==> src/mem_pkg.sv <==
package mem_pkg;

    // Opcode in instruction bits 6:2
    localparam logic [4:0] OPC_LOAD  = 5'b00000;
    localparam logic [4:0] OPC_STORE = 5'b01000;

    // Load funct3
    localparam logic [2:0] FNC_LB  = 3'b000;
    localparam logic [2:0] FNC_LH  = 3'b001;
    localparam logic [2:0] FNC_LW  = 3'b010;
    localparam logic [2:0] FNC_LBU = 3'b100;
    localparam logic [2:0] FNC_LHU = 3'b101;

    // Store funct3
    localparam logic [2:0] FNC_SB = 3'b000;
    localparam logic [2:0] FNC_SH = 3'b001;
    localparam logic [2:0] FNC_SW = 3'b010;

    // Memory-mapped I/O
    localparam logic [31:0] IO_OUT_ADDR       = 32'h8000_0008;
    localparam logic [31:0] IO_COUNT_ADDR     = 32'h8000_0010;
    localparam logic [31:0] IO_COUNT_CLR_ADDR = 32'h8000_0018;

    typedef enum logic [1:0] {
        NONE = 2'd0,
        DMEM = 2'd1,
        IMEM = 2'd2,
        IO   = 2'd3
    } mem_target_e;

    // IMEM is only reachable by stores issued from the BIOS region
    function automatic mem_target_e region_of(
        input logic [31:0] addr,
        input logic [31:0] pc,
        input logic        is_store
    );
        if (addr[31]) begin
            return IO;
        end else if (addr[28]) begin
            return DMEM;
        end else if (is_store && addr[29] && pc[30]) begin
            return IMEM;
        end
        return NONE;
    endfunction

endpackage

==> src/mem_wr_if.sv <==
`timescale 1ns/1ps

interface mem_wr_if;
    logic        en;
    logic        we;
    logic [29:0] word_addr;
    logic [31:0] wdata;
    logic [3:0]  mask;

    modport ctrl (
        output en,
        output we,
        output word_addr,
        output wdata,
        output mask
    );

    modport mem (
        input en,
        input we,
        input word_addr,
        input wdata,
        input mask
    );
endinterface
==> src/mem_control.sv <==
`timescale 1ns/1ps

module mem_control (
    input  logic                 clk,
    input  logic                 rst_n,
    input  logic                 req_valid,
    output logic                 req_ready,
    input  logic [31:0]          inst,
    input  logic [31:0]          pc,
    input  logic [31:0]          addr,
    input  logic [31:0]          wdata,
    output logic                 rsp_valid,
    input  logic                 rsp_ready,
    output mem_pkg::mem_target_e rsp_target,
    output logic                 rsp_is_load,
    output logic [2:0]           rsp_funct3,
    output logic [1:0]           rsp_offset,
    mem_wr_if.ctrl               dmem,
    mem_wr_if.ctrl               io,
    output logic                 imem_we,
    output logic [29:0]          imem_addr,
    output logic [31:0]          imem_wdata,
    output logic [3:0]           imem_mask
);
    import mem_pkg::*;

    logic [4:0]  opcode;
    logic [2:0]  funct3;
    logic        is_load;
    logic        is_store;
    logic        accept;
    mem_target_e target;
    logic [31:0] st_data;
    logic [3:0]  st_mask;

    assign opcode   = inst[6:2];
    assign funct3   = inst[14:12];
    assign is_load  = (opcode == OPC_LOAD);
    assign is_store = (opcode == OPC_STORE);

    // Non-memory instructions still get a response
    assign target = (is_load || is_store) ? region_of(addr, pc, is_store) : NONE;

    assign req_ready = !rsp_valid || rsp_ready;
    assign accept    = req_valid && req_ready;

    // Place store data into its byte lanes
    always_comb begin
        case (funct3)
            FNC_SB: begin
                st_data = {4{wdata[7:0]}};
                st_mask = 4'b0001 << addr[1:0];
            end
            FNC_SH: begin
                st_data = {2{wdata[15:0]}};
                st_mask = addr[1] ? 4'b1100 : 4'b0011;
            end
            FNC_SW: begin
                st_data = wdata;
                st_mask = 4'b1111;
            end
            default: begin
                st_data = wdata;
                st_mask = 4'b0000;
            end
        endcase
    end

    assign dmem.en        = accept && (target == DMEM);
    assign dmem.we        = is_store;
    assign dmem.word_addr = addr[31:2];
    assign dmem.wdata     = st_data;
    assign dmem.mask      = st_mask;

    assign io.en        = accept && (target == IO);
    assign io.we        = is_store;
    assign io.word_addr = addr[31:2];
    assign io.wdata     = st_data;
    assign io.mask      = st_mask;

    always_ff @(posedge clk or negedge rst_n) begin
        if (!rst_n) begin
            rsp_valid   <= 1'b0;
            rsp_target  <= NONE;
            rsp_is_load <= 1'b0;
            imem_we     <= 1'b0;
        end else begin
            if (accept) begin
                rsp_valid   <= 1'b1;
                rsp_target  <= target;
                rsp_is_load <= is_load;
            end else if (rsp_ready) begin
                rsp_valid <= 1'b0;
            end
            // One-cycle pulse after acceptance
            imem_we <= accept && (target == IMEM);
        end
    end

    always_ff @(posedge clk) begin
        if (accept) begin
            rsp_funct3 <= funct3;
            rsp_offset <= addr[1:0];
            imem_addr  <= addr[31:2];
            imem_wdata <= st_data;
            imem_mask  <= st_mask;
        end
    end

endmodule

==> src/flat_wrapper.sv <==
// flat-port wrapper written by rule: the top's interface ports become plain ports
module mem_control_flat import mem_pkg::*;
  (clk, rst_n, req_valid, req_ready, inst, pc, addr, wdata, rsp_valid, rsp_ready, rsp_target, rsp_is_load, rsp_funct3, rsp_offset, imem_we, imem_addr, imem_wdata, imem_mask, dmem_en, dmem_we, dmem_word_addr, dmem_wdata, dmem_mask, io_en, io_we, io_word_addr, io_wdata, io_mask);
  mem_wr_if dmem_i ();
  mem_wr_if io_i ();
  input  logic clk;
  input  logic rst_n;
  input  logic req_valid;
  output logic req_ready;
  input  logic [31:0] inst;
  input  logic [31:0] pc;
  input  logic [31:0] addr;
  input  logic [31:0] wdata;
  output logic rsp_valid;
  input  logic rsp_ready;
  output mem_pkg::mem_target_e rsp_target;
  output logic rsp_is_load;
  output logic [2:0] rsp_funct3;
  output logic [1:0] rsp_offset;
  output logic imem_we;
  output logic [29:0] imem_addr;
  output logic [31:0] imem_wdata;
  output logic [3:0] imem_mask;
  output wire logic [$bits(dmem_i.en)-1:0] dmem_en;
  output wire logic [$bits(dmem_i.we)-1:0] dmem_we;
  output wire logic [$bits(dmem_i.word_addr)-1:0] dmem_word_addr;
  output wire logic [$bits(dmem_i.wdata)-1:0] dmem_wdata;
  output wire logic [$bits(dmem_i.mask)-1:0] dmem_mask;
  output wire logic [$bits(io_i.en)-1:0] io_en;
  output wire logic [$bits(io_i.we)-1:0] io_we;
  output wire logic [$bits(io_i.word_addr)-1:0] io_word_addr;
  output wire logic [$bits(io_i.wdata)-1:0] io_wdata;
  output wire logic [$bits(io_i.mask)-1:0] io_mask;
  assign dmem_en = dmem_i.en;
  assign dmem_we = dmem_i.we;
  assign dmem_word_addr = dmem_i.word_addr;
  assign dmem_wdata = dmem_i.wdata;
  assign dmem_mask = dmem_i.mask;
  assign io_en = io_i.en;
  assign io_we = io_i.we;
  assign io_word_addr = io_i.word_addr;
  assign io_wdata = io_i.wdata;
  assign io_mask = io_i.mask;
  mem_control u_core (.clk(clk), .rst_n(rst_n), .req_valid(req_valid), .req_ready(req_ready), .inst(inst), .pc(pc), .addr(addr), .wdata(wdata), .rsp_valid(rsp_valid), .rsp_ready(rsp_ready), .rsp_target(rsp_target), .rsp_is_load(rsp_is_load), .rsp_funct3(rsp_funct3), .rsp_offset(rsp_offset), .dmem(dmem_i), .io(io_i), .imem_we(imem_we), .imem_addr(imem_addr), .imem_wdata(imem_wdata), .imem_mask(imem_mask));
endmodule
==> config.mk <==
export PLATFORM = sky130hd
export DESIGN_NAME = mem_control_flat
export DESIGN_NICKNAME = d
export VERILOG_FILES = /design/src/mem_pkg.sv /design/src/mem_wr_if.sv /design/src/mem_control.sv /design/src/flat_wrapper.sv
export SDC_FILE = /design/constraint.sdc
export NUM_CORES = 1
export LEC_CHECK = 0
export BUFFER_PORTS_ARGS = -buffer_cell sky130_fd_sc_hd__buf_2
export CORE_AREA = 2 2 135 137
export DETAILED_ROUTE_END_ITERATION = 10
export DIE_AREA = 0 0 137 139
export SETUP_SLACK_MARGIN = 0.05
export SLEW_MARGIN = 20
export SYNTH_ARGS = -nofsm -noshare
export SYNTH_HDL_FRONTEND = slang
export SYNTH_SLANG_ARGS = --single-unit
==> constraint.sdc <==
create_clock -name clk -period 3 [get_ports clk]
set_clock_uncertainty 0.2 [all_clocks]
set_input_delay 0.9 -clock clk [delete_from_list [all_inputs] [get_ports clk]]
set_output_delay 0.9 -clock clk [all_outputs]
set_load 0.05 [all_outputs]
==> flow_metrics.env <==
export IMPL_ant_nets=0
export IMPL_grt_overflow=0
export IMPL_die_x_um=137
export IMPL_crit_path_end_kind="primary output"
export IMPL_drc=0
export IMPL_area_growth_pct=64.3
export IMPL_slew_headroom=0.721
export IMPL_slew_violations=0
export IMPL_via_per_inst=3.84
export IMPL_worst_path_max_fanout=12
export IMPL_grt_usage=0.113
export IMPL_die_h_um=139
export IMPL_ys_seq_area_frac=0.623
export IMPL_antenna_found_initial=1
export IMPL_setup_ws_ns=-0.0204
export IMPL_clkSinkCount=76
export IMPL_yosysUniqueCellTypes=23
export IMPL_dieArea_mm2=0.0190
export IMPL_post_dp_hpwl_um=7830
export IMPL_p_leak_nw=2.68
export IMPL_io_buffers=289
export IMPL_diodes=0
export IMPL_clockBufferDepth=2
export IMPL_rsz0062_at_grt="yes"
export IMPL_root_buffer="clkbuf_16"
export IMPL_initialDrtViolationCount=50
export IMPL_p_per_area_mw_per_mm2=593
export IMPL_cts_buffers=9
export IMPL_grt_max_degree=48
export IMPL_ir_drop_uv=234
export IMPL_yosysWarnings=0
export IMPL_finalCriticalPeriod_ns=3.02
export IMPL_start_kind="input port"
export IMPL_clk_latency_ns=0.33
export IMPL_placed_cell_area_mm2=0.00503
export IMPL_hold_path_class="in2async"
export IMPL_ios=345
export IMPL_drv_cap=0
export IMPL_via_count=2743
export IMPL_final_nets=613
export IMPL_hold_viol_final=0
export IMPL_critical_path_startpoint="inst[13]"
export IMPL_post_drt_wl_per_cell_um=15.7
export IMPL_clk_pin_slew_ns=0.06
export IMPL_violations="setup timing"
export IMPL_avgSynthCellArea_um2=14.1
export IMPL_grt_pass1_wl_um=15700
export IMPL_setup_violations_final=8
export IMPL_core_area_mm2=0.0177
export IMPL_synth_cell_area_mm2=0.00362
export IMPL_arrival_ns=1.92
export IMPL_fmax_ghz=0.331
export IMPL_h_tree_depth=3
export IMPL_worst_slew_pin_slew_ns=0.414
export IMPL_syn_num_nets=388
export IMPL_ys_ff_latch=76
export IMPL_holdWs_ns=0.174
export IMPL_status="complete, but fails checks"
export IMPL_tritoncts="done"
export IMPL_initial_core_util=0.205
export IMPL_rows=49
export IMPL_firstDrtPassIters=4
export IMPL_setup_worst_path_class="in2out"
export IMPL_cp_required_ns=1.90
export IMPL_fin_crit_sh=1.01
export IMPL_r2r_start="u_core.rsp_valid"
export IMPL_drive_gt1_frac=0.802
export IMPL_fin_area_mm2=0.00595
export IMPL_drt_wl_total_um=11200
export IMPL_grt_pass1_vias=2663
export IMPL_syn_inst=256
export IMPL_finalWeightedCongestion=0.750
-- metal layers --
metal	track usage	routed length [um]
met2	0.200	5770
met5	0	0
met3	0.0428	1130
met4	0.0402	174
met1	0.123	4130
-- state kept, by name (all words and copies together), names as in the netlist --
| register | flops |
|---|---|
| u_core.imem_addr | 30 |
| u_core.imem_wdata | 32 |
| u_core.rsp_is_load | 1 |
| u_core.imem_we | 1 |
| u_core.rsp_funct3 | 3 |
| u_core.imem_mask | 4 |
| u_core.rsp_offset | 2 |
| u_core.rsp_target | 2 |
| u_core.rsp_valid | 1 |
-- Yosys cell counts --
master | number | area, um^2
a21o_2 | 1 | 8.76
a21oi_1 | 12 | 60.1
and2_1 | 2 | 12.5
buf_2 | 2 | 10.0
buf_4 | 106 | 796
buf_6 | 1 | 11.3
dfrtp_1 | 5 | 125
edfxtp_1 | 71 | 2130
inv_1 | 4 | 15.0
mux2_2 | 16 | 180
mux2i_1 | 8 | 80.1
nand2_1 | 1 | 3.75
nand2b_1 | 3 | 18.8
nand3_2 | 1 | 10.0
nand4b_1 | 1 | 8.76
nor2_1 | 12 | 45.0
nor2_4 | 1 | 11.3
nor3_4 | 1 | 16.3
nor3b_1 | 1 | 7.51
nor4_2 | 1 | 12.5
nor4_4 | 1 | 21.3
o21ai_0 | 2 | 10.0
o2bb2ai_1 | 3 | 26.3
-- critical path, stage by stage --
cell and delay (ns):
buf_8 0.11, nor2_4 0.16, buf_12 0.17, mux2_2 0.37
buf_4 0.20
-- cell type report --
type | instances | area, um^2
clock buffers | 10 | 229
clock inverters | 6 | 65.1
fillers | 1731 | 11700
inverters | 4 | 18.8
multi-input cells | 67 | 828
flip-flops and latches | 76 | 2260
well taps | 229 | 287
repair buffers | 323 | 2270
-- where the power goes --
part | switching, W | internal [W]
combinational | 0.000848 | 0.000340
sequential | 0.0000134 | 0.00123
clock | 0.000448 | 0.000645
-- logic make-up after synthesis --
logic type,synth area share
AOI/OAI and AO/OA,0.0290
buffers and inverters,0.230
DFF,0.623
muxes,0.0718
and+or+nand+nor,0.0463
-- stage by stage --
step / setup TNS, ns / worst slack, ns / utilization / total power (W) / cells
after global placement: -4.38 / -0.137 / 0.285 / 0.00233 / 689
after floorplan: -2.52 / -0.138 / - / 0.00217 / 256
final: -0.0875 / -0.0204 / 0.337 / 0.00353 / 715
after CTS: -0.554 / -0.0507 / 0.331 / 0.00356 / 713
after global routing: -0.681 / -0.0535 / 0.337 / 0.00368 / 715
after detailed placement: -4.45 / -0.128 / 0.285 / 0.00233 / 689
-- cells in the final DEF, fill, tap and decap left out, types with 2 or more instances in the layout --
cell        netlist  final
clkinvlp_4        0      2
mux2_2           16      2
inv_1             4      3
clkinv_2          0      2
a21oi_4           0     10
mux2i_1           8      5
edfxtp_1         71     71
clkbuf_16         0      9
nand2b_1          3      2
buf_2             2    228
mux2_4            0     14
buf_12            0      9
a21oi_2           0      2
o2bb2ai_1         3      3
o21ai_0           2      2
buf_6             1     44
buf_4           106     22
clkbuf_4          0      2
nor2_1           12      2
mux2i_4           0      2
clkinv_4          0      2
nor2_2            0      2
nor2_4            1      9
dfrtp_1           5      5
buf_8             0     18
-- final timing paths --
kind,endpoint,slack (ns),depth (start not counted)
max,dmem_wdata[19],-0.02,5
min,u_core.rsp_target[0],0.17,1
max reg2reg,u_core.imem_addr[18],1.47,4
min reg2reg,u_core.rsp_target[1],0.29,1
max in group asynchronous,u_core.rsp_target[1],2.29,1
min in group clk,u_core.rsp_target[1],0.29,1
-- timing repair --
item | CTS | global route
setup buffers | 7 | 3
pin swaps | 9 | 5
hold buffers | 0 | 0
setup endpoints to repair | 58 | 56
cloned | 1 | 0
gates resized for setup | 121 | 32
Power figures use the tool's default switching activity.
