**config.mk**
```make
export PLATFORM = sky130hd
export DESIGN_NAME = load_align
export DESIGN_NICKNAME = d
export VERILOG_FILES = /design/src/mem_pkg.sv /design/src/load_align.sv
export SDC_FILE = /design/constraint.sdc
export NUM_CORES = 1
export LEC_CHECK = 0
export ABC_AREA = 1
export BUFFER_PORTS_ARGS = -buffer_cell sky130_fd_sc_hd__buf_2
export CAP_MARGIN = 0
export CORE_MARGIN = 4
export CORE_UTILIZATION = 40
export DETAILED_ROUTE_END_ITERATION = 8
export PLACE_DENSITY_LB_ADDON = 0.12
export SLEW_MARGIN = 20
export SYNTH_ARGS = -nofsm -noshare
export SYNTH_HDL_FRONTEND = slang
export SYNTH_SLANG_ARGS = --single-unit
```
**constraint.sdc**
```tcl
create_clock -name vclk -period 1.1
set_clock_uncertainty 0.2 [all_clocks]
set_input_delay 0.11 -clock vclk [all_inputs]
set_output_delay 0.11 -clock vclk [all_outputs]
set_load 0.02 [all_outputs]
```
**src/mem_pkg.sv**
```systemverilog
package mem_pkg;

    // Opcode in instruction bits 6:2
    localparam logic [4:0] OPC_LOAD  = 5'b00000;
    localparam logic [4:0] OPC_STORE = 5'b01000;

    // Load funct3
    localparam logic [2:0] FNC_LB  = 3'b000;
    localparam logic [2:0] FNC_LH  = 3'b001;
    localparam logic [2:0] FNC_LW  = 3'b010;
    localparam logic [2:0] FNC_LBU = 3'b100;
    localparam logic [2:0] FNC_LHU = 3'b101;

    // Store funct3
    localparam logic [2:0] FNC_SB = 3'b000;
    localparam logic [2:0] FNC_SH = 3'b001;
    localparam logic [2:0] FNC_SW = 3'b010;

    // Memory-mapped I/O
    localparam logic [31:0] IO_OUT_ADDR       = 32'h8000_0008;
    localparam logic [31:0] IO_COUNT_ADDR     = 32'h8000_0010;
    localparam logic [31:0] IO_COUNT_CLR_ADDR = 32'h8000_0018;

    typedef enum logic [1:0] {
        NONE = 2'd0,
        DMEM = 2'd1,
        IMEM = 2'd2,
        IO   = 2'd3
    } mem_target_e;

    // IMEM is only reachable by stores issued from the BIOS region
    function automatic mem_target_e region_of(
        input logic [31:0] addr,
        input logic [31:0] pc,
        input logic        is_store
    );
        if (addr[31]) begin
            return IO;
        end else if (addr[28]) begin
            return DMEM;
        end else if (is_store && addr[29] && pc[30]) begin
            return IMEM;
        end
        return NONE;
    endfunction

endpackage

```
**src/load_align.sv**
```systemverilog
`timescale 1ns/1ps

module load_align (
    input  logic [31:0] word,
    input  logic [2:0]  funct3,
    input  logic [1:0]  offset,
    input  logic        is_load,
    output logic [31:0] rdata
);
    import mem_pkg::*;

    logic [7:0]  byte_sel;
    logic [15:0] half_sel;

    assign byte_sel = word[8*offset +: 8];
    // Halfword lane picked by bit 1 only
    assign half_sel = offset[1] ? word[31:16] : word[15:0];

    always_comb begin
        if (!is_load) begin
            rdata = 32'h0;
        end else begin
            case (funct3)
                FNC_LB:  rdata = {{24{byte_sel[7]}}, byte_sel};
                FNC_LBU: rdata = {24'h0, byte_sel};
                FNC_LH:  rdata = {{16{half_sel[15]}}, half_sel};
                FNC_LHU: rdata = {16'h0, half_sel};
                FNC_LW:  rdata = word;
                default: rdata = 32'h0;
            endcase
        end
    end

endmodule

```
==> run_results.csv, run 1 <==
group,metric,value,unit
timing,postGrtWorstEndpoint,"rdata[8]",
synth,netlist_area,0.00103,mm2
synth,synth.most_common_cell,"nand2_1",
floorplan,die_y,58.9,um
floorplan,rows,18,
timing,worstEndpointType,"primary output",
placed_design,portBuffers,70,
placed_design,gp_congestion,0.896,
outcome,error,"[ERROR DPL-0038] Utilization greater than 100%, impossible to legalize",
outcome,haltStage,"global routing",
synth,synthCells,209,
floorplan,die_w,58.9,um
synth,syn_area_per_cell,4.95,um2
synth,synth_warnings,0,
floorplan,ioPinCount,70,
synth,synth_top_area_frac,0.196,
synth,synthTopCellsByCount,"nand2_1, inv_1, nor2_1",
synth,syn_nets,247,
synth,ys_seq_area_frac,0,
synth,synth_top_cells_by_area,"nand2_1, inv_1, a21oi_2",
clocking,cts_hold_buf,0,
outcome,outcome,"stopped before the end",
synth,post_synth_num_cell_types,20,
synth,yosys.area.top_type,"nand2_1",
placed_design,dpl.hpwl,3.14,mm
floorplan,start_util,0.418,
grt,grt_max_degree,13,
[through the flow]
step	util	cell area, um2	cells	setup slack [ns]
after detailed placement	0.732	1810	318	-0.443
after CTS	0.905	2240	324	-0.307
after global placement	0.732	1810	318	-0.401
after floorplan	-	1330	209	-0.205
[logic make-up after synthesis]
kind of cell	Yosys count	synth area share
AND/OR/NAND/NOR	104	0.467
buffers and inverters	58	0.253
AO/OA/AOI/OAI	47	0.281
[what timing repair did]
action                                  CTS
setup buffers                             5
pin swaps                                18
resized for setup                       125
endpoints found under the setup margin   32
cloned                                    1
==> inputs of run 2 (changes only) <==
- CORE_AREA: not set -> 4 4 65 67
- CORE_MARGIN: 4 -> not set
- CORE_UTILIZATION: 40 -> not set
- DIE_AREA: not set -> 0 0 69 71
- PLACE_DENSITY_LB_ADDON: 0.12 -> 0.15
- clock period: 1.1 -> 1.43 ns (I/O delays scaled with it)
==> run_results.csv, run 2 <==
group,metric,value,unit
grt,grt_pass1_wl,6.79,mm
synth,synth_mux_area_frac,0,
timing,slew_headroom,0.738,
detailed_routing,wl_per_cell,12.9,um
power_and_ir_drop,p_leak,1.16,nW
final_layout,final_cell_mix,"nand2_1, inv_1, buf_4, buf_2, nor2_2",
synth,syn_nets,247,
final_layout,stdcell_area,0.00223,mm2
setup_path,start_kind,"input port",
synth,synth_warnings,0,
synth,synth_top_family_by_area,"simple AND/OR/NAND/NOR gates",
synth,synth_compound_area_frac,0.281,
detailed_routing,drt_iter0_markers,42,
floorplan,die_y,71,um
floorplan,start_util,0.285,
timing,max_freq,643,MHz
detailed_routing,vias_per_cell,4.60,
power_and_ir_drop,power_density,302,mW/mm2
detailed_routing,vias,1607,
final_layout,n_antenna_cell,0,
setup_path,cpMostUsedCell,"buf_12",
timing,fin_hold_ws,0.496,ns
synth,synthSimpleGateAreaFrac,0.467,
grt,grt_overflow,0,
setup_path,critPathMaxStageDelay,0.16,ns
outcome,outcome,"finished with violations",
floorplan,core_area,0.00363,mm2
setup_path,critPathMaxFanout,6,
setup_path,crit_slowest_cell,"buf_12",
timing,setup_tns,-2.02,ns
setup_path,arrival,1.21,ns
floorplan,die_w,69,um
timing,worst_pin_slew,0.393,ns
grt,grt_pass1_vias,1540,
final_layout,flops_and_latches,0,
synth,ys_seq_area_frac,0,
synth,synthCells,209,
final_layout,layout_commonest_cell,"nand2_1",
setup_path,path_class,"in2out",
run,max_cap_viol_count,0,
setup_path,endpoint_kind,"primary output",
placed_design,gp_congestion,0.857,
final_layout,num-clock-buffers,0,
synth,synth.most_common_cell,"nand2_1",
clocking,cts_hold_buf,0,
power_and_ir_drop,p_total,0.000671,W
timing,rsz0062_at_grt,"yes",
grt,antenna_found_initial,0,
synth,synthAdderAreaFrac,0,
timing,setup_ws,-0.124,ns
detailed_routing,detail-route-antenna-nets,0,
worst_hold_path,hp-class,"in2out",
timing,fin_crit_sh,1.09,
synth,synthTopCellsByCount,"nand2_1, inv_1, nor2_1",
placed_design,portBuffers,70,
timing,finalHoldViolCount,0,
detailed_routing,wirelength,4.50,mm
final_layout,utilization,0.613,
final_layout,fin_nets,341,
synth,post_synth_num_cell_types,20,
synth,syn_area_per_cell,4.95,um2
placed_design,dpl_cell_area,0.00158,mm2
synth,netlist_area,0.00103,mm2
floorplan,dieArea,0.00490,mm2
detailed_routing,drcViolationCount,0,
floorplan,rows,22,
setup_path,worst_ep_required_time,1.09,ns
grt,grt_max_degree,19,
timing,maxSlewViolCount,0,
detailed_routing,first_pass_iters,4,
placed_design,dpl.hpwl,2.99,mm
floorplan,ioPinCount,70,
outcome,violations,"negative setup slack",
final_layout,regArea,0,um2
grt,grtUsageTotal,0.163,
synth,yosys.area.top_type,"nand2_1",
setup_path,crit_chain,"buf_12 > nor2_4 > nand2_4 > buf_12 > buf_12 > nor2_1 > nor2_1 > a21oi_1 > buf_4",
power_and_ir_drop,irDropWorstVdd,167,uV
synth,synth_top_area_frac,0.196,
timing,final.min_clock_period,1.55,ns
final_layout,drive_gt1_frac,0.605,
synth,yosys.area_share.xor_xnor,0,
timing,setup_viol,32,
final_layout,area_delta_synth_final,115,%
synth,synth_top_cells_by_area,"nand2_1, inv_1, a21oi_2",
==> run 2: cell counts after synthesis <==
No cell type changed its count.
==> run 2: routing by layer <==
metal  GRT usage  routed length [um]  vias to the layer above
li1            -                   -                      830
met1       0.191                1790                      721
met2       0.315                2410                       48
met3      0.0170                 234                        8
met4      0.0347                  64                        0
met5           0                   0                        -
==> run 2: per-stage QoR <==
stage / cells / setup WS (ns)
final: 349 / -0.124
after global routing: 349 / -0.165
after global placement: 337 / -0.221
after CTS: 347 / -0.0595
after floorplan: 209 / -0.0453
after detailed placement: 337 / -0.184
==> run 2: path summary, 6_finish.rpt <==
check             cells past startpoint      start   endpoint  slack, ns
setup / recovery                      9  funct3[0]  rdata[17]      -0.12
hold / removal                        6    word[5]   rdata[5]       0.50
==> run 2: cell families (layout without fill, tap and decap cells) <==
| logic type | Yosys count | in the layout |
|---|---|---|
| and+or+nand+nor | 104 | 104 |
| buffers and inverters | 58 | 150 |
| AOI/OAI and AO/OA | 47 | 47 |
==> run 2: area by class of cell <==
cell class                      instances  area, um2
Fill cell                             357       1410
Inverter                               46        186
Multi-Input combinational cell        151       1010
Tap cell                               48       60.1
Timing Repair Buffer                  104        967
==> run 2: repair_timing <==
item	in CTS	in global routing
pin swaps	11	26
setup endpoints to repair	32	32
gates resized for setup	113	50
setup buffers	6	3
cloned	4	1
==> run 2: where the power goes <==
group / total (W) / internal, W / leakage, nW / switching [W]
Combinational: 0.000671 / 0.000317 / 1.16 / 0.000355
Clock: 0 / 0 / 0 / 0
Sequential: 0 / 0 / 0 / 0
==> run 2: worst max-delay path: cells and delay by family <==
kind	cells	cell delay, ns
buf+inv	4	0.56
compound gates	1	0.12
simple gates	4	0.38
Note: power is estimated with default switching activity, not from simulation.
==> inputs of run 3 (changes only) <==
- SETUP_SLACK_MARGIN: not set -> 0.2
- TNS_END_PERCENT: not set -> 5
- clock period: 1.43 -> 1.9 ns (I/O delays scaled with it)
==> run_results.csv, run 3 (synthesis results as in run 2) <==
group,metric,value,unit
worst_hold_path,hp-class,"in2out",
power_and_ir_drop,irDropWorstVdd,84.5,uV
final_layout,num-clock-buffers,0,
final_layout,multi_input_area,806,um2
setup_path,path_class,"in2out",
detailed_routing,vias_per_cell,4.42,
floorplan,core_area,0.00363,mm2
power_and_ir_drop,power_density,219,mW/mm2
power_and_ir_drop,p_switching,0.000206,W
grt,grt_pass1_vias,1278,
final_layout,n_antenna_cell,0,
timing,slew_headroom,0.755,
final_layout,utilization,0.437,
detailed_routing,drt_iter0_markers,95,
power_and_ir_drop,p_leak,0.953,nW
power_and_ir_drop,pwr-share-clk,0,
final_layout,regArea,0,um2
floorplan,start_util,0.285,
timing,worst_pin_slew,0.368,ns
floorplan,die_w,69,um
final_layout,drive_gt1_frac,0.418,
detailed_routing,detail-route-antenna-nets,0,
detailed_routing,vias,1459,
final_layout,area_delta_synth_final,53.6,%
timing,maxSlewViolCount,0,
grt,antenna_found_initial,0,
outcome,outcome,"complete, no violations",
run,max_cap_viol_count,0,
power_and_ir_drop,seqPwrFrac,0,
floorplan,die_y,71,um
setup_path,crit_chain,"buf_2 > inv_2 > nor2_8 > nand3_4 > nor2_8 > buf_12 > nor2_2 > a21oi_2 > buf_2",
final_layout,fin_nets,322,
setup_path,crit_slowest_cell,"buf_2",
timing,setup_ws,0.254,ns
final_layout,flops_and_latches,0,
detailed_routing,wirelength,3.56,mm
grt,grt_max_degree,26,
timing,max_freq,608,MHz
placed_design,dpl.hpwl,2.84,mm
timing,rsz0062_at_grt,"yes",
power_and_ir_drop,pwr-share-comb,1.000,
timing,final.min_clock_period,1.65,ns
final_layout,final_cell_mix,"buf_2, nand2_1, inv_1, nor2_1, buf_4",
setup_path,worst_ep_required_time,1.51,ns
setup_path,arrival,1.26,ns
power_and_ir_drop,p_int,0.000141,W
timing,fin_crit_sh,0.866,
final_layout,fillCellCount,446,
placed_design,dp_slack,0.202,ns
timing,setup_tns,0,ns
grt,grt_pass1_wl,5.62,mm
setup_path,endpoint_kind,"primary output",
floorplan,rows,22,
timing,finalHoldViolCount,0,
timing,setup_viol,0,
power_and_ir_drop,swShare,0.594,
floorplan,dieArea,0.00490,mm2
grt,grt_overflow,0,
detailed_routing,first_pass_iters,4,
floorplan,ioPinCount,70,
placed_design,gp_congestion,0.831,
grt,grtUsageTotal,0.129,
setup_path,critPathMaxStageDelay,0.17,ns
placed_design,portBuffers,70,
detailed_routing,drcViolationCount,0,
detailed_routing,wl_per_cell,10.8,um
final_layout,layout_commonest_cell,"buf_2",
setup_path,critPathMaxFanout,10,
setup_path,start_kind,"input port",
==> run 3: changes by cell type in the layout (fill, tap and decap cells not counted), moves of 12 or more <==
cell / delta
buf_6: -20
nor2_1: +14
buf_4: -19
buf_2: +29
nor2_2: -12
==> run 3: through the flow <==
step | hold slack, ns | cell area (um2) | instances | total power, W
2_1_floorplan | 0.423 | 1030 | 209 | 0.000207
3_3_place_gp | 0.625 | 1460 | 327 | 0.000322
3_5_place_dp | 0.630 | 1460 | 327 | 0.000322
4_1_cts | 0.632 | 1460 | 327 | 0.000324
5_1_grt | 0.653 | 1590 | 330 | 0.000385
6_report | 0.621 | 1590 | 330 | 0.000347
==> run 3: cell type report <==
class                           count  share of cell area
Multi-Input combinational cell    151               0.507
Timing Repair Buffer               85               0.344
Tap cell                           48              0.0378
Inverter                           46               0.111
==> run 3: worst paths after layout <==
| path | from | end | slack (ns) | cells past startpoint |
|---|---|---|---|---|
| hold / removal | word[2] | rdata[2] | 0.62 | 6 |
| setup / recovery | funct3[0] | rdata[25] | 0.25 | 9 |
==> run 3: power by group through the flow <==
stage	registers, W	logic [W]	clock network (W)
after floorplan	0	0.000207	0
after detailed placement	0	0.000322	0
after global placement	0	0.000322	0
final	0	0.000347	0
after global routing	0	0.000385	0
after CTS	0	0.000324	0
==> run 3: timing repair <==
action | in CTS | in global routing
endpoints found under the setup margin | 1 | 32
gates cloned | 0 | 1
buffers inserted | 0 | 2
pin swaps | 0 | 1
gates resized for setup | 1 | 24
hold buffers | 0 | 0
==> run 3: metal layers <==
layer | GRT usage | vias to the layer above | share of wire
li1 | - | 792 | -
met1 | 0.169 | 625 | 0.44
met2 | 0.242 | 42 | 0.50
met3 | 0.0128 | 0 | 0.063
met4 | 0 | 0 | 0
met5 | 0 | - | 0
==> run 3: critical path: cells and delay by family <==
kind | cells | cell delay, ns
AOI/OAI and AO/OA | 1 | 0.10
buffers and inverters | 4 | 0.56
and+or+nand+nor | 4 | 0.39
