**src/mem_pkg.sv**
```systemverilog
package mem_pkg;

    // Opcode in instruction bits 6:2
    localparam logic [4:0] OPC_LOAD  = 5'b00000;
    localparam logic [4:0] OPC_STORE = 5'b01000;

    // Load funct3
    localparam logic [2:0] FNC_LB  = 3'b000;
    localparam logic [2:0] FNC_LH  = 3'b001;
    localparam logic [2:0] FNC_LW  = 3'b010;
    localparam logic [2:0] FNC_LBU = 3'b100;
    localparam logic [2:0] FNC_LHU = 3'b101;

    // Store funct3
    localparam logic [2:0] FNC_SB = 3'b000;
    localparam logic [2:0] FNC_SH = 3'b001;
    localparam logic [2:0] FNC_SW = 3'b010;

    // Memory-mapped I/O
    localparam logic [31:0] IO_OUT_ADDR       = 32'h8000_0008;
    localparam logic [31:0] IO_COUNT_ADDR     = 32'h8000_0010;
    localparam logic [31:0] IO_COUNT_CLR_ADDR = 32'h8000_0018;

    typedef enum logic [1:0] {
        NONE = 2'd0,
        DMEM = 2'd1,
        IMEM = 2'd2,
        IO   = 2'd3
    } mem_target_e;

    // IMEM is only reachable by stores issued from the BIOS region
    function automatic mem_target_e region_of(
        input logic [31:0] addr,
        input logic [31:0] pc,
        input logic        is_store
    );
        if (addr[31]) begin
            return IO;
        end else if (addr[28]) begin
            return DMEM;
        end else if (is_store && addr[29] && pc[30]) begin
            return IMEM;
        end
        return NONE;
    endfunction

endpackage

```
**src/mem_wr_if.sv**
```systemverilog
`timescale 1ns/1ps

interface mem_wr_if;
    logic        en;
    logic        we;
    logic [29:0] word_addr;
    logic [31:0] wdata;
    logic [3:0]  mask;

    modport ctrl (
        output en,
        output we,
        output word_addr,
        output wdata,
        output mask
    );

    modport mem (
        input en,
        input we,
        input word_addr,
        input wdata,
        input mask
    );
endinterface
```
**src/io_regs.sv**
```systemverilog
`timescale 1ns/1ps

module io_regs (
    input  logic        clk,
    input  logic        rst_n,
    mem_wr_if.mem       bus,
    input  logic        req_accepted,
    output logic [31:0] rdata,
    output logic [31:0] io_out
);
    import mem_pkg::*;

    logic [31:0] count;
    logic        out_wr;
    logic        count_clr;

    assign out_wr    = bus.en && bus.we && (bus.word_addr == IO_OUT_ADDR[31:2]);
    assign count_clr = bus.en && bus.we && (bus.word_addr == IO_COUNT_CLR_ADDR[31:2]);

    always_ff @(posedge clk or negedge rst_n) begin
        if (!rst_n) begin
            io_out <= 32'h0;
            count  <= 32'h0;
        end else begin
            if (out_wr) begin
                for (int b = 0; b < 4; b++) begin
                    if (bus.mask[b]) begin
                        io_out[8*b +: 8] <= bus.wdata[8*b +: 8];
                    end
                end
            end
            // Clear wins over the increment
            if (count_clr) begin
                count <= 32'h0;
            end else if (req_accepted) begin
                count <= count + 32'd1;
            end
        end
    end

    // Count read here is the value before this request
    always_ff @(posedge clk) begin
        if (bus.en && !bus.we) begin
            case (bus.word_addr)
                IO_OUT_ADDR[31:2]:   rdata <= io_out;
                IO_COUNT_ADDR[31:2]: rdata <= count;
                default:             rdata <= 32'h0;
            endcase
        end
    end

endmodule

```
**src/flat_wrapper.sv**
```systemverilog
// flat-port wrapper written by rule: the top's interface ports become plain ports
module io_regs_flat import mem_pkg::*;
  (clk, rst_n, req_accepted, rdata, io_out, bus_en, bus_we, bus_word_addr, bus_wdata, bus_mask);
  mem_wr_if bus_i ();
  input  logic clk;
  input  logic rst_n;
  input  logic req_accepted;
  output logic [31:0] rdata;
  output logic [31:0] io_out;
  input wire logic [$bits(bus_i.en)-1:0] bus_en;
  input wire logic [$bits(bus_i.we)-1:0] bus_we;
  input wire logic [$bits(bus_i.word_addr)-1:0] bus_word_addr;
  input wire logic [$bits(bus_i.wdata)-1:0] bus_wdata;
  input wire logic [$bits(bus_i.mask)-1:0] bus_mask;
  assign bus_i.en = bus_en;
  assign bus_i.we = bus_we;
  assign bus_i.word_addr = bus_word_addr;
  assign bus_i.wdata = bus_wdata;
  assign bus_i.mask = bus_mask;
  io_regs u_core (.clk(clk), .rst_n(rst_n), .bus(bus_i), .req_accepted(req_accepted), .rdata(rdata), .io_out(io_out));
endmodule
```
**config.mk**
```make
export PLATFORM = sky130hd
export DESIGN_NAME = io_regs_flat
export DESIGN_NICKNAME = d
export VERILOG_FILES = /design/src/mem_pkg.sv /design/src/mem_wr_if.sv /design/src/io_regs.sv /design/src/flat_wrapper.sv
export SDC_FILE = /design/constraint.sdc
export NUM_CORES = 1
export LEC_CHECK = 0
export ABC_CLOCK_PERIOD_IN_PS = 2550
export BUFFER_PORTS_ARGS = -buffer_cell sky130_fd_sc_hd__buf_4
export CAP_MARGIN = 20
export CELL_PAD_IN_SITES_DETAIL_PLACEMENT = 0
export CELL_PAD_IN_SITES_GLOBAL_PLACEMENT = 1
export CORE_MARGIN = 8
export CORE_UTILIZATION = 30
export DETAILED_ROUTE_END_ITERATION = 16
export HOLD_SLACK_MARGIN = 0.06
export PLACE_DENSITY_LB_ADDON = 0.3
export RECOVER_POWER = 25
export REMOVE_ABC_BUFFERS = 1
export SLEW_MARGIN = 5
export SYNTH_ARGS = -nofsm -noshare
export SYNTH_HDL_FRONTEND = slang
export SYNTH_SLANG_ARGS = --single-unit
```
**constraint.sdc**
```tcl
create_clock -name clk -period 2.55 [get_ports clk]
set_clock_uncertainty 0.15 [all_clocks]
set_input_delay 0.51 -clock clk [delete_from_list [all_inputs] [get_ports clk]]
set_output_delay 0.51 -clock clk [all_outputs]
set_load 0.01 [all_outputs]
```
==> results.py, run 1 <==
metrics = {
    "outcome": {
        "outcome": "complete, but fails checks",
        "failed_checks": "max-capacitance violations, max-slew violations",
    },
    "setup_path": {
        "crit_type": "flop to flop",
        "crit_required_ps": 2670,
        "slowest_stage": "or4_1",
        "critPathLaunchType": "flop",
        "crit_buf_inv": 0,
        "path_max_fanout": 8,
        "ff2ff_setup_slack_ps": 150,
        "path_cells": "nand4_1 -> or4_1 -> or4_4 -> a21oi_2",
        "endpoint_kind": "flop",
        "max_stage_delay_ps": 720,
        "critPathTopFamily": "simple AND/OR/NAND/NOR gates",
        "critPathArrivalTime_ps": 2520,
    },
    "global_routing": {
        "met1_usage_pct": 17.1,
        "overflow": 0,
        "top_usage_layer": "met2",
        "antenna_found_initial": 0,
        "grt_pass1_vias": 3584,
        "grt_pass1_wl_um": 19100,
        "grt_use_met2_pct": 20.5,
        "grtUsageMet3_pct": 4.18,
        "grt_usage_pct": 13.3,
        "grt_max_degree": 65,
    },
    "clock_network": {
        "clk_latency_ps": 340,
        "clk_pin_slew_worst_paths_ps": 70,
        "numCtsBuffers": 9,
        "htreeDepth": 3,
        "cts_tree": "yes",
        "clock-sinks": 96,
        "postCtsSetupRepairBufs": 0,
        "cts_buffer_depth": 2,
        "cts_root_buf": "clkbuf_16",
    },
    "synthesis": {
        "synth_top_family_by_area": "simple AND/OR/NAND/NOR gates",
        "synth_xor_area_share_pct": 2.22,
        "yosysSeqAreaShare_pct": 59.1,
        "yosys_register_bits": 96,
        "ys.flop_type": "dfrtp_1",
        "synth_cell_type_count": 41,
        "syn_area_um2": 4340,
        "muxShareOfSynthArea_pct": 8.54,
        "synth_warnings": 0,
        "synth-edff-count": 32,
        "synthSimpleGateAreaFrac_pct": 16.3,
        "syn_inst": 338,
        "async_flop_share_pct": 66.7,
        "synth-compound-area-share_pct": 11.6,
        "avgSynthCellArea_um2": 12.8,
        "synth_fa_ha_area_share_pct": 0.288,
    },
    "floorplan": {
        "fp.coreArea_um2": 14300,
        "initial_core_util_pct": 30.3,
        "dieArea_um2": 18600,
        "die_h_um": 136,
        "rows": 44,
        "fp.dieW_um": 136,
        "ios": 135,
    },
    "cells_and_area": {
        "seqCellArea_um2": 2560,
        "drive_above_1_share_pct": 44.0,
        "areaGrowthSynthToFinish_pct": 40.8,
        "multi_input_area_um2": 1720,
        "nets": 556,
        "diodes": 0,
        "fillers": 1382,
        "final_util_pct": 42.7,
    },
    "pwr": {
        "max-vdd-ir-drop_mv": 0.264,
        "power.density_nw_per_um2": 613,
        "fin_total_pwr_mw": 3.74,
        "power.leakage_nw": 2.70,
    },
    "place": {
        "pre_cts_ws_ps": 49.2,
        "gp_congestion": 0.742,
        "io_buffers": 134,
        "hpwl_um": 8640,
    },
    "worst_hold_path": {
        "holdCritPathClass": "input port to flop",
    },
    "timing": {
        "rsz0062_at_grt": "false",
        "max_freq_mhz": 417,
        "worst_slack_ps": 151,
        "slew-limit-headroom_pct": -11.6,
        "final.period_utilization_pct": 94.1,
        "tightest_slew_ps": 1670,
        "maxSlewViolCount": 65,
        "period_needed_ps": 2400,
        "finalSetupViolCount": 0,
        "finalHoldViolations": 0,
    },
    "route": {
        "routed_via_density": 4.97,
        "drc_errors": 0,
        "drt_iter0_markers": 139,
        "num_vias": 3345,
        "wirelength_um": 12100,
        "wl_per_cell_um": 17.9,
        "antenna_left": 0,
        "first_pass_iters": 4,
    },
    "job": {
        "maxCapViolations": 1,
    },
}
==> cell usage in the layout, fill, tap and decap left out, types with 9 or more instances in the layout <==
master,instances
nand3_1,13
or4_1,12
nor2_1,13
clkbuf_16,9
nand2_1,15
buf_4,142
or3_1,10
edfxtp_1,32
a22o_1,31
dfrtp_1,64
o21ai_0,12
a21oi_1,19
mux2_2,30
nand4_1,9
==> where the power goes <==
part	internal, mW	leakage, nW	switching [mW]
Sequential	1.67	1.15	0.0883
Combinational	0.164	1.37	0.151
Clock	1.09	0.176	0.584
Total	2.92	2.70	0.823
==> cells in the mapped netlist, types with 3 or more instances <==
cell type | number | area (um2)
a21oi_1 | 19 | 95.1
a22o_1 | 31 | 272
buf_2 | 10 | 50.1
dfrtp_1 | 64 | 1600
edfxtp_1 | 32 | 961
inv_1 | 3 | 11.3
mux2_2 | 30 | 338
nand2_1 | 15 | 56.3
nand3_1 | 13 | 65.1
nand4_1 | 9 | 56.3
nor2_1 | 14 | 52.6
nor2b_1 | 3 | 18.8
nor3_1 | 4 | 20.0
nor3_4 | 4 | 65.1
nor4_1 | 7 | 43.8
o21ai_0 | 12 | 60.1
o31ai_1 | 8 | 60.1
or3_1 | 10 | 62.6
or4_1 | 13 | 97.6
xnor2_1 | 7 | 61.3
xor2_1 | 4 | 35.0
==> layer usage <==
metal  wire (um)  up-vias
li1            -     1602
met1        5390     1622
met2        5500      109
met3         999       12
met4         170        0
met5           0        -
==> path summary, 6_finish.rpt <==
path / depth (start not counted) / endpoint / start
worst max-delay path: 4 / u_core.count[31] / u_core.count[11]
worst max register to register: 4 / u_core.count[31] / u_core.count[11]
min in group asynchronous: 1 / u_core.io_out[30] / rst_n
worst min register to register: 1 / u_core.io_out[23] / u_core.io_out[23]
worst min-delay path: 2 / u_core.io_out[23] / bus_wdata[23]
max in group asynchronous: 1 / u_core.io_out[19] / rst_n
==> registers in the layout, summed over array words and instances, names as in the netlist <==
signal and count:
u_core.io_out 32, u_core.rdata 32, u_core.count 32
==> what timing repair did <==
item,4_1_cts,5_1_grt
hold buffers,0,0
setup endpoints to repair,0,2
gates resized for setup,0,1
==> metrics by stage <==
step | hold slack (ps) | setup TNS, ps | cells | area, um2
final | 232 | 0 | 673 | 6110
after global routing | 218 | 0 | 673 | 6110
after CTS | 169 | 0 | 673 | 6100
after detailed placement | 368 | 0 | 657 | 5730
after global placement | 363 | 0 | 657 | 5730
after floorplan | 64.4 | -40960 | 323 | 4260
==> kinds of logic after synthesis <==
logic type / Yosys count
AOI/OAI and AO/OA: 72
xor gates and xnor gates: 11
adders and majority gates: 1
buffers and inverters: 18
DFF: 96
muxes: 33
and+or+nand+nor: 107
==> worst reg2reg max path, cell delays in order (launching register included) <==
cell	delay, ps
dfrtp_1	450
nand4_1	290
or4_1	720
or4_4	570
a21oi_2	140
==> layout make-up <==
cell class / count / area share [%]
Inverter: 3 / 0.184
Timing Repair Buffer: 150 / 19.8
Tap cell: 184 / 3.77
Sequential cell: 96 / 42.0
Clock buffer: 11 / 3.98
Multi-Input combinational cell: 224 / 28.2
Clock inverter: 5 / 2.09
(Power assumes the default switching activity.)
==> run 2, diff against run 1 <==
Settings changed: CORE_UTILIZATION 30 to 35.
==> results.py, run 2 (synthesis gave the netlist of run 1 again) <==
metrics = {
    "clock_network": {
        "cts_buffer_depth": 2,
        "clock-sinks": 96,
        "cts_hold_buf": 0,
        "postCtsSetupRepairBufs": 0,
        "cts_resized": 0,
        "cts_tree": "yes",
        "numCtsBuffers": 9,
        "htreeDepth": 3,
        "cts_root_buf": "clkbuf_16",
        "clk_latency_ps": 340,
        "clk_pin_slew_worst_paths_ps": 60,
    },
    "floorplan": {
        "fp.dieW_um": 127,
        "fp.coreArea_um2": 12100,
        "dieArea_um2": 16200,
        "die_h_um": 127,
        "ios": 135,
        "initial_core_util_pct": 36.0,
        "rows": 40,
    },
    "route": {
        "antenna_left": 0,
        "wl_per_cell_um": 18.0,
        "first_pass_iters": 4,
        "drc_errors": 0,
        "num_vias": 3395,
        "wirelength_um": 11800,
        "drt_iter0_markers": 131,
        "routed_via_density": 5.18,
    },
    "outcome": {
        "outcome": "complete, but fails checks",
        "failed_checks": "max-capacitance violations, max-slew violations",
    },
    "cells_and_area": {
        "layout_common_cells": "buf_4, dfrtp_1, edfxtp_1, a22o_1, mux2_2",
        "seqCellArea_um2": 2560,
        "nets": 555,
        "diodes": 0,
        "fin_area_um2": 6030,
        "layout_commonest_cell": "buf_4",
        "final_cells": 656,
        "multi_input_area_um2": 1720,
        "fillers": 1075,
        "drive_above_1_share_pct": 43.2,
        "final_util_pct": 50.0,
        "largest_registers": "u_core.count: 32 flops, u_core.io_out: 32 flops, u_core.rdata: 32 flops",
        "areaGrowthSynthToFinish_pct": 39.1,
    },
    "place": {
        "dp.cells": 640,
        "gp_congestion": 0.826,
        "placed_area_um2": 5720,
        "io_buffers": 134,
        "hpwl_um": 8420,
    },
    "pwr": {
        "power.leakage_nw": 2.68,
        "max-vdd-ir-drop_mv": 0.265,
        "switching_share_pct": 22.4,
        "switching_power_uw": 782,
        "power_frac_comb_pct": 8.9,
        "clock_power_share_pct": 40.9,
        "pwr-share-seq_pct": 50.2,
        "power.density_nw_per_um2": 580,
        "fin_total_pwr_mw": 3.50,
        "p_int_mw": 2.72,
    },
    "setup_path": {
        "critPathLaunchType": "flop",
        "r2r_start": "u_core.count[0]",
        "endpoint_kind": "flop",
        "crit_required_ps": 2670,
        "path_max_fanout": 6,
        "crit_type": "flop to flop",
        "crit_start": "u_core.count[0]",
        "r2r_cells": 5,
        "critPathArrivalTime_ps": 2500,
    },
    "timing": {
        "finalHoldViolations": 0,
        "rsz0062_at_grt": "false",
        "period_needed_ps": 2380,
        "max_freq_mhz": 420,
        "maxSlewViolCount": 65,
        "finalSetupViolCount": 0,
        "slew-limit-headroom_pct": -9.87,
        "tightest_slew_ps": 1650,
        "timing.hold.ws_ps": 231,
        "final.period_utilization_pct": 93.4,
    },
    "global_routing": {
        "grt_pass1_vias": 3537,
        "grt_usage_pct": 14.6,
        "grt_max_degree": 65,
        "antenna_found_initial": 0,
        "overflow": 0,
        "grt_pass1_wl_um": 18800,
    },
    "worst_hold_path": {
        "holdCritPathClass": "input port to flop",
        "hold_path_depth": 2,
        "min_from": "bus_wdata[31]",
    },
    "job": {
        "maxCapViolations": 1,
    },
}
## run 2: critical path: stages, from the launching register on
cell     delay (ps)
dfrtp_1         440
ha_1            230
nand2_1         150
or4_1           670
or4_1           530
a21oi_1         140
## run 2: layer usage
metal / track usage [%] / vias to the layer above / part of all wire, %
li1: - / 1616 / -
met1: 18.7 / 1654 / 46
met2: 22.6 / 115 / 45
met3: 4.66 / 10 / 7.8
met4: 5.25 / 0 / 1.3
met5: 0 / - / 0
## run 2: final timing paths
path / endpoint / slack, ps
setup / recovery: u_core.count[28] / 170
hold / removal: u_core.io_out[31] / 230
setup reg to reg: u_core.count[28] / 170
hold reg to reg: u_core.io_out[23] / 370
max in group asynchronous: u_core.count[9] / 830
min in group asynchronous: u_core.io_out[13] / 440
## run 2: metrics by stage
step	TNS, ps	worst slack, ps
floorplan	-40960	-689
global placement	0	92.0
detailed placement	0	68.9
CTS	0	165
global route	0	46.6
finish	0	167
## run 2: cell type report
type                       count  share of cell area (%)
clock buffer                  13                    4.15
sequential                    96                    42.5
tap                          168                    3.48
clock inverter                 3                    1.08
inverter                       3                   0.187
timing repair buffer         149                    20.2
multi-input combinational    224                    28.5
## run 2: power groups by stage
stage               sequential (mW)  combinational (mW)  clock (mW)
CTS                            1.76               0.320        1.48
finish                         1.76               0.311        1.43
floorplan                      1.78               0.127           0
global placement               1.78               0.310           0
detailed placement             1.79               0.317           0
global route                   1.77               0.349        1.53
==> run 3, diff against run 2 <==
Settings changed: ABC_AREA from default to 1, ABC_CLOCK_PERIOD_IN_PS 2550 to default.
==> results.py, run 3 <==
metrics = {
    "clock_network": {
        "clk_latency_ps": 340,
        "cts_root_buf": "clkbuf_16",
        "cts_tree": "yes",
        "numCtsBuffers": 9,
        "cts_hold_buf": 0,
        "clock-sinks": 96,
        "postCtsSetupRepairBufs": 0,
        "clk_pin_slew_worst_paths_ps": 70,
        "cts_buffer_depth": 2,
        "cts_resized": 0,
        "htreeDepth": 3,
    },
    "setup_path": {
        "crit_top_cell": "nor2_1",
        "path_max_fanout": 5,
        "max_stage_delay_ps": 430,
        "crit_type": "flop to flop",
        "critPathTopFamily": "simple AND/OR/NAND/NOR gates",
        "critPathArrivalTime_ps": 1950,
        "crit_buf_inv": 1,
        "endpoint_kind": "flop",
        "critPathLaunchType": "flop",
        "slowest_stage": "dfrtp_1",
        "crit_required_ps": 2650,
        "path_cells": "ha_1 -> inv_1 -> nor2_1 -> nand2_1 -> nor2_1 -> nand4_1 -> nand2_1 -> nor2_1",
    },
    "synthesis": {
        "syn_inst": 665,
        "synthTopCellsByCount": "nand2_1, nor2_1, nand3_1, dfrtp_1, inv_1",
        "yosys_register_bits": 96,
        "synth.most_common_cell": "nand2_1",
        "synth_cell_type_count": 30,
        "yosysSeqAreaShare_pct": 49.1,
        "synth_top_cell_by_area": "dfrtp_1",
        "ys.flop_type": "dfrtp_1",
        "syn_area_um2": 5220,
        "synth_area_leaders": "dfrtp_1, edfxtp_1, nand2_1, nand3_1, nor2_1",
        "avgSynthCellArea_um2": 7.84,
        "synth-edff-count": 32,
        "synth_warnings": 0,
        "async_flop_share_pct": 66.7,
        "yosysTopAreaCellShare_pct": 30.7,
    },
    "timing": {
        "max_freq_mhz": 540,
        "finalHoldViolations": 0,
        "worst_slack_ps": 697,
        "slew-limit-headroom_pct": -11.2,
        "period_needed_ps": 1850,
        "tightest_slew_ps": 1670,
        "final.period_utilization_pct": 72.7,
        "maxSlewViolCount": 65,
        "setup_tns_ps": 0,
        "timing.hold.ws_ps": 263,
        "finalSetupViolCount": 0,
        "rsz0062_at_grt": "false",
    },
    "pwr": {
        "fin_total_pwr_mw": 3.49,
        "max-vdd-ir-drop_mv": 0.277,
        "power.leakage_nw": 3.40,
        "power.density_nw_per_um2": 528,
    },
    "cells_and_area": {
        "drive_above_1_share_pct": 22.7,
        "final_cells": 982,
        "layout_common_cells": "nand2_1, buf_4, nor2_1, nand3_1, dfrtp_1",
        "nets": 865,
        "largest_registers": "u_core.count: 32 flops, u_core.io_out: 32 flops, u_core.rdata: 32 flops",
        "seqCellArea_um2": 2560,
        "layout_commonest_cell": "nand2_1",
        "fin_area_um2": 6620,
        "fillers": 1491,
        "diodes": 0,
        "multi_input_area_um2": 2250,
        "areaGrowthSynthToFinish_pct": 26.9,
        "final_util_pct": 45.6,
    },
    "floorplan": {
        "initial_core_util_pct": 35.9,
        "ios": 135,
        "dieArea_um2": 19100,
        "rows": 44,
        "fp.coreArea_um2": 14500,
        "die_h_um": 138,
        "fp.dieW_um": 138,
    },
    "route": {
        "wl_per_cell_um": 15.3,
        "antenna_left": 0,
        "num_vias": 4839,
        "drc_errors": 0,
        "drt_iter0_markers": 315,
        "first_pass_iters": 5,
        "wirelength_um": 15100,
        "routed_via_density": 4.93,
    },
    "global_routing": {
        "grt_pass1_vias": 4842,
        "grt_use_met2_pct": 25.2,
        "grt_max_degree": 65,
        "grt_pass1_wl_um": 24800,
        "met1_usage_pct": 20.8,
        "grtUsageMet3_pct": 2.98,
        "grt_usage_pct": 15.5,
        "antenna_found_initial": 0,
        "top_usage_layer": "met2",
        "overflow": 0,
    },
    "place": {
        "hpwl_um": 11500,
        "placed_area_um2": 6320,
        "gp_congestion": 0.810,
        "dp.cells": 966,
        "pre_cts_ws_ps": 407,
        "io_buffers": 134,
    },
    "outcome": {
        "outcome": "complete, but fails checks",
        "failed_checks": "max-capacitance violations, max-slew violations",
    },
    "worst_hold_path": {
        "holdCritPathClass": "input port to flop",
    },
    "job": {
        "maxCapViolations": 1,
    },
}
-- run 3: cell families (layout without fill, tap and decap cells) --
family	Yosys count	count (layout)	share of synthesized area, %
compound gates	11	11	1.18
xor+xnor	4	4	0.672
simple gates	473	473	41.0
fa+ha+maj	1	1	0.240
flops	96	96	49.1
buf+inv	80	213	7.82
-- run 3: final cells by class --
| cell class | instances | share of cell area [%] |
|---|---|---|
| flip-flops and latches | 96 | 38.7 |
| multi-input cells | 489 | 34.1 |
| repair buffers | 143 | 16.2 |
| well taps | 184 | 3.48 |
| clock buffers | 10 | 3.46 |
| inverters | 54 | 3.06 |
| clock inverters | 6 | 1.08 |
-- run 3: worst min-delay path, cell delays in order --
cell and delay (ps):
buf_4 80, nand4_1 80, nand2_1 70
-- run 3: routing by layer --
layer  part of all wire [%]  wire length (um)  up-vias
li1                       -                 -     2430
met1                     47              7070     2280
met2                     48              7210      120
met3                    4.5               674        9
met4                   0.82               124        0
met5                      0                 0        -
-- run 3: final timing paths --
| path | from | to | slack, ps | cells after the start |
|---|---|---|---|---|
| min in group asynchronous | rst_n | u_core.io_out[8] | 440 | 1 |
| hold reg to reg | u_core.io_out[28] | u_core.io_out[28] | 360 | 2 |
| hold / removal | bus_wdata[29] | u_core.io_out[29] | 260 | 3 |
| setup / recovery | u_core.count[0] | u_core.count[30] | 700 | 8 |
| max in group asynchronous | rst_n | u_core.io_out[6] | 820 | 1 |
| setup reg to reg | u_core.count[0] | u_core.count[30] | 700 | 8 |
-- run 3: power breakdown --
part           leakage, nW  internal (mW)  switching, mW  total [mW]
clock network        0.147          0.776          0.624        1.40
registers             1.14           1.66         0.0856        1.74
logic                 2.12          0.159          0.194       0.352
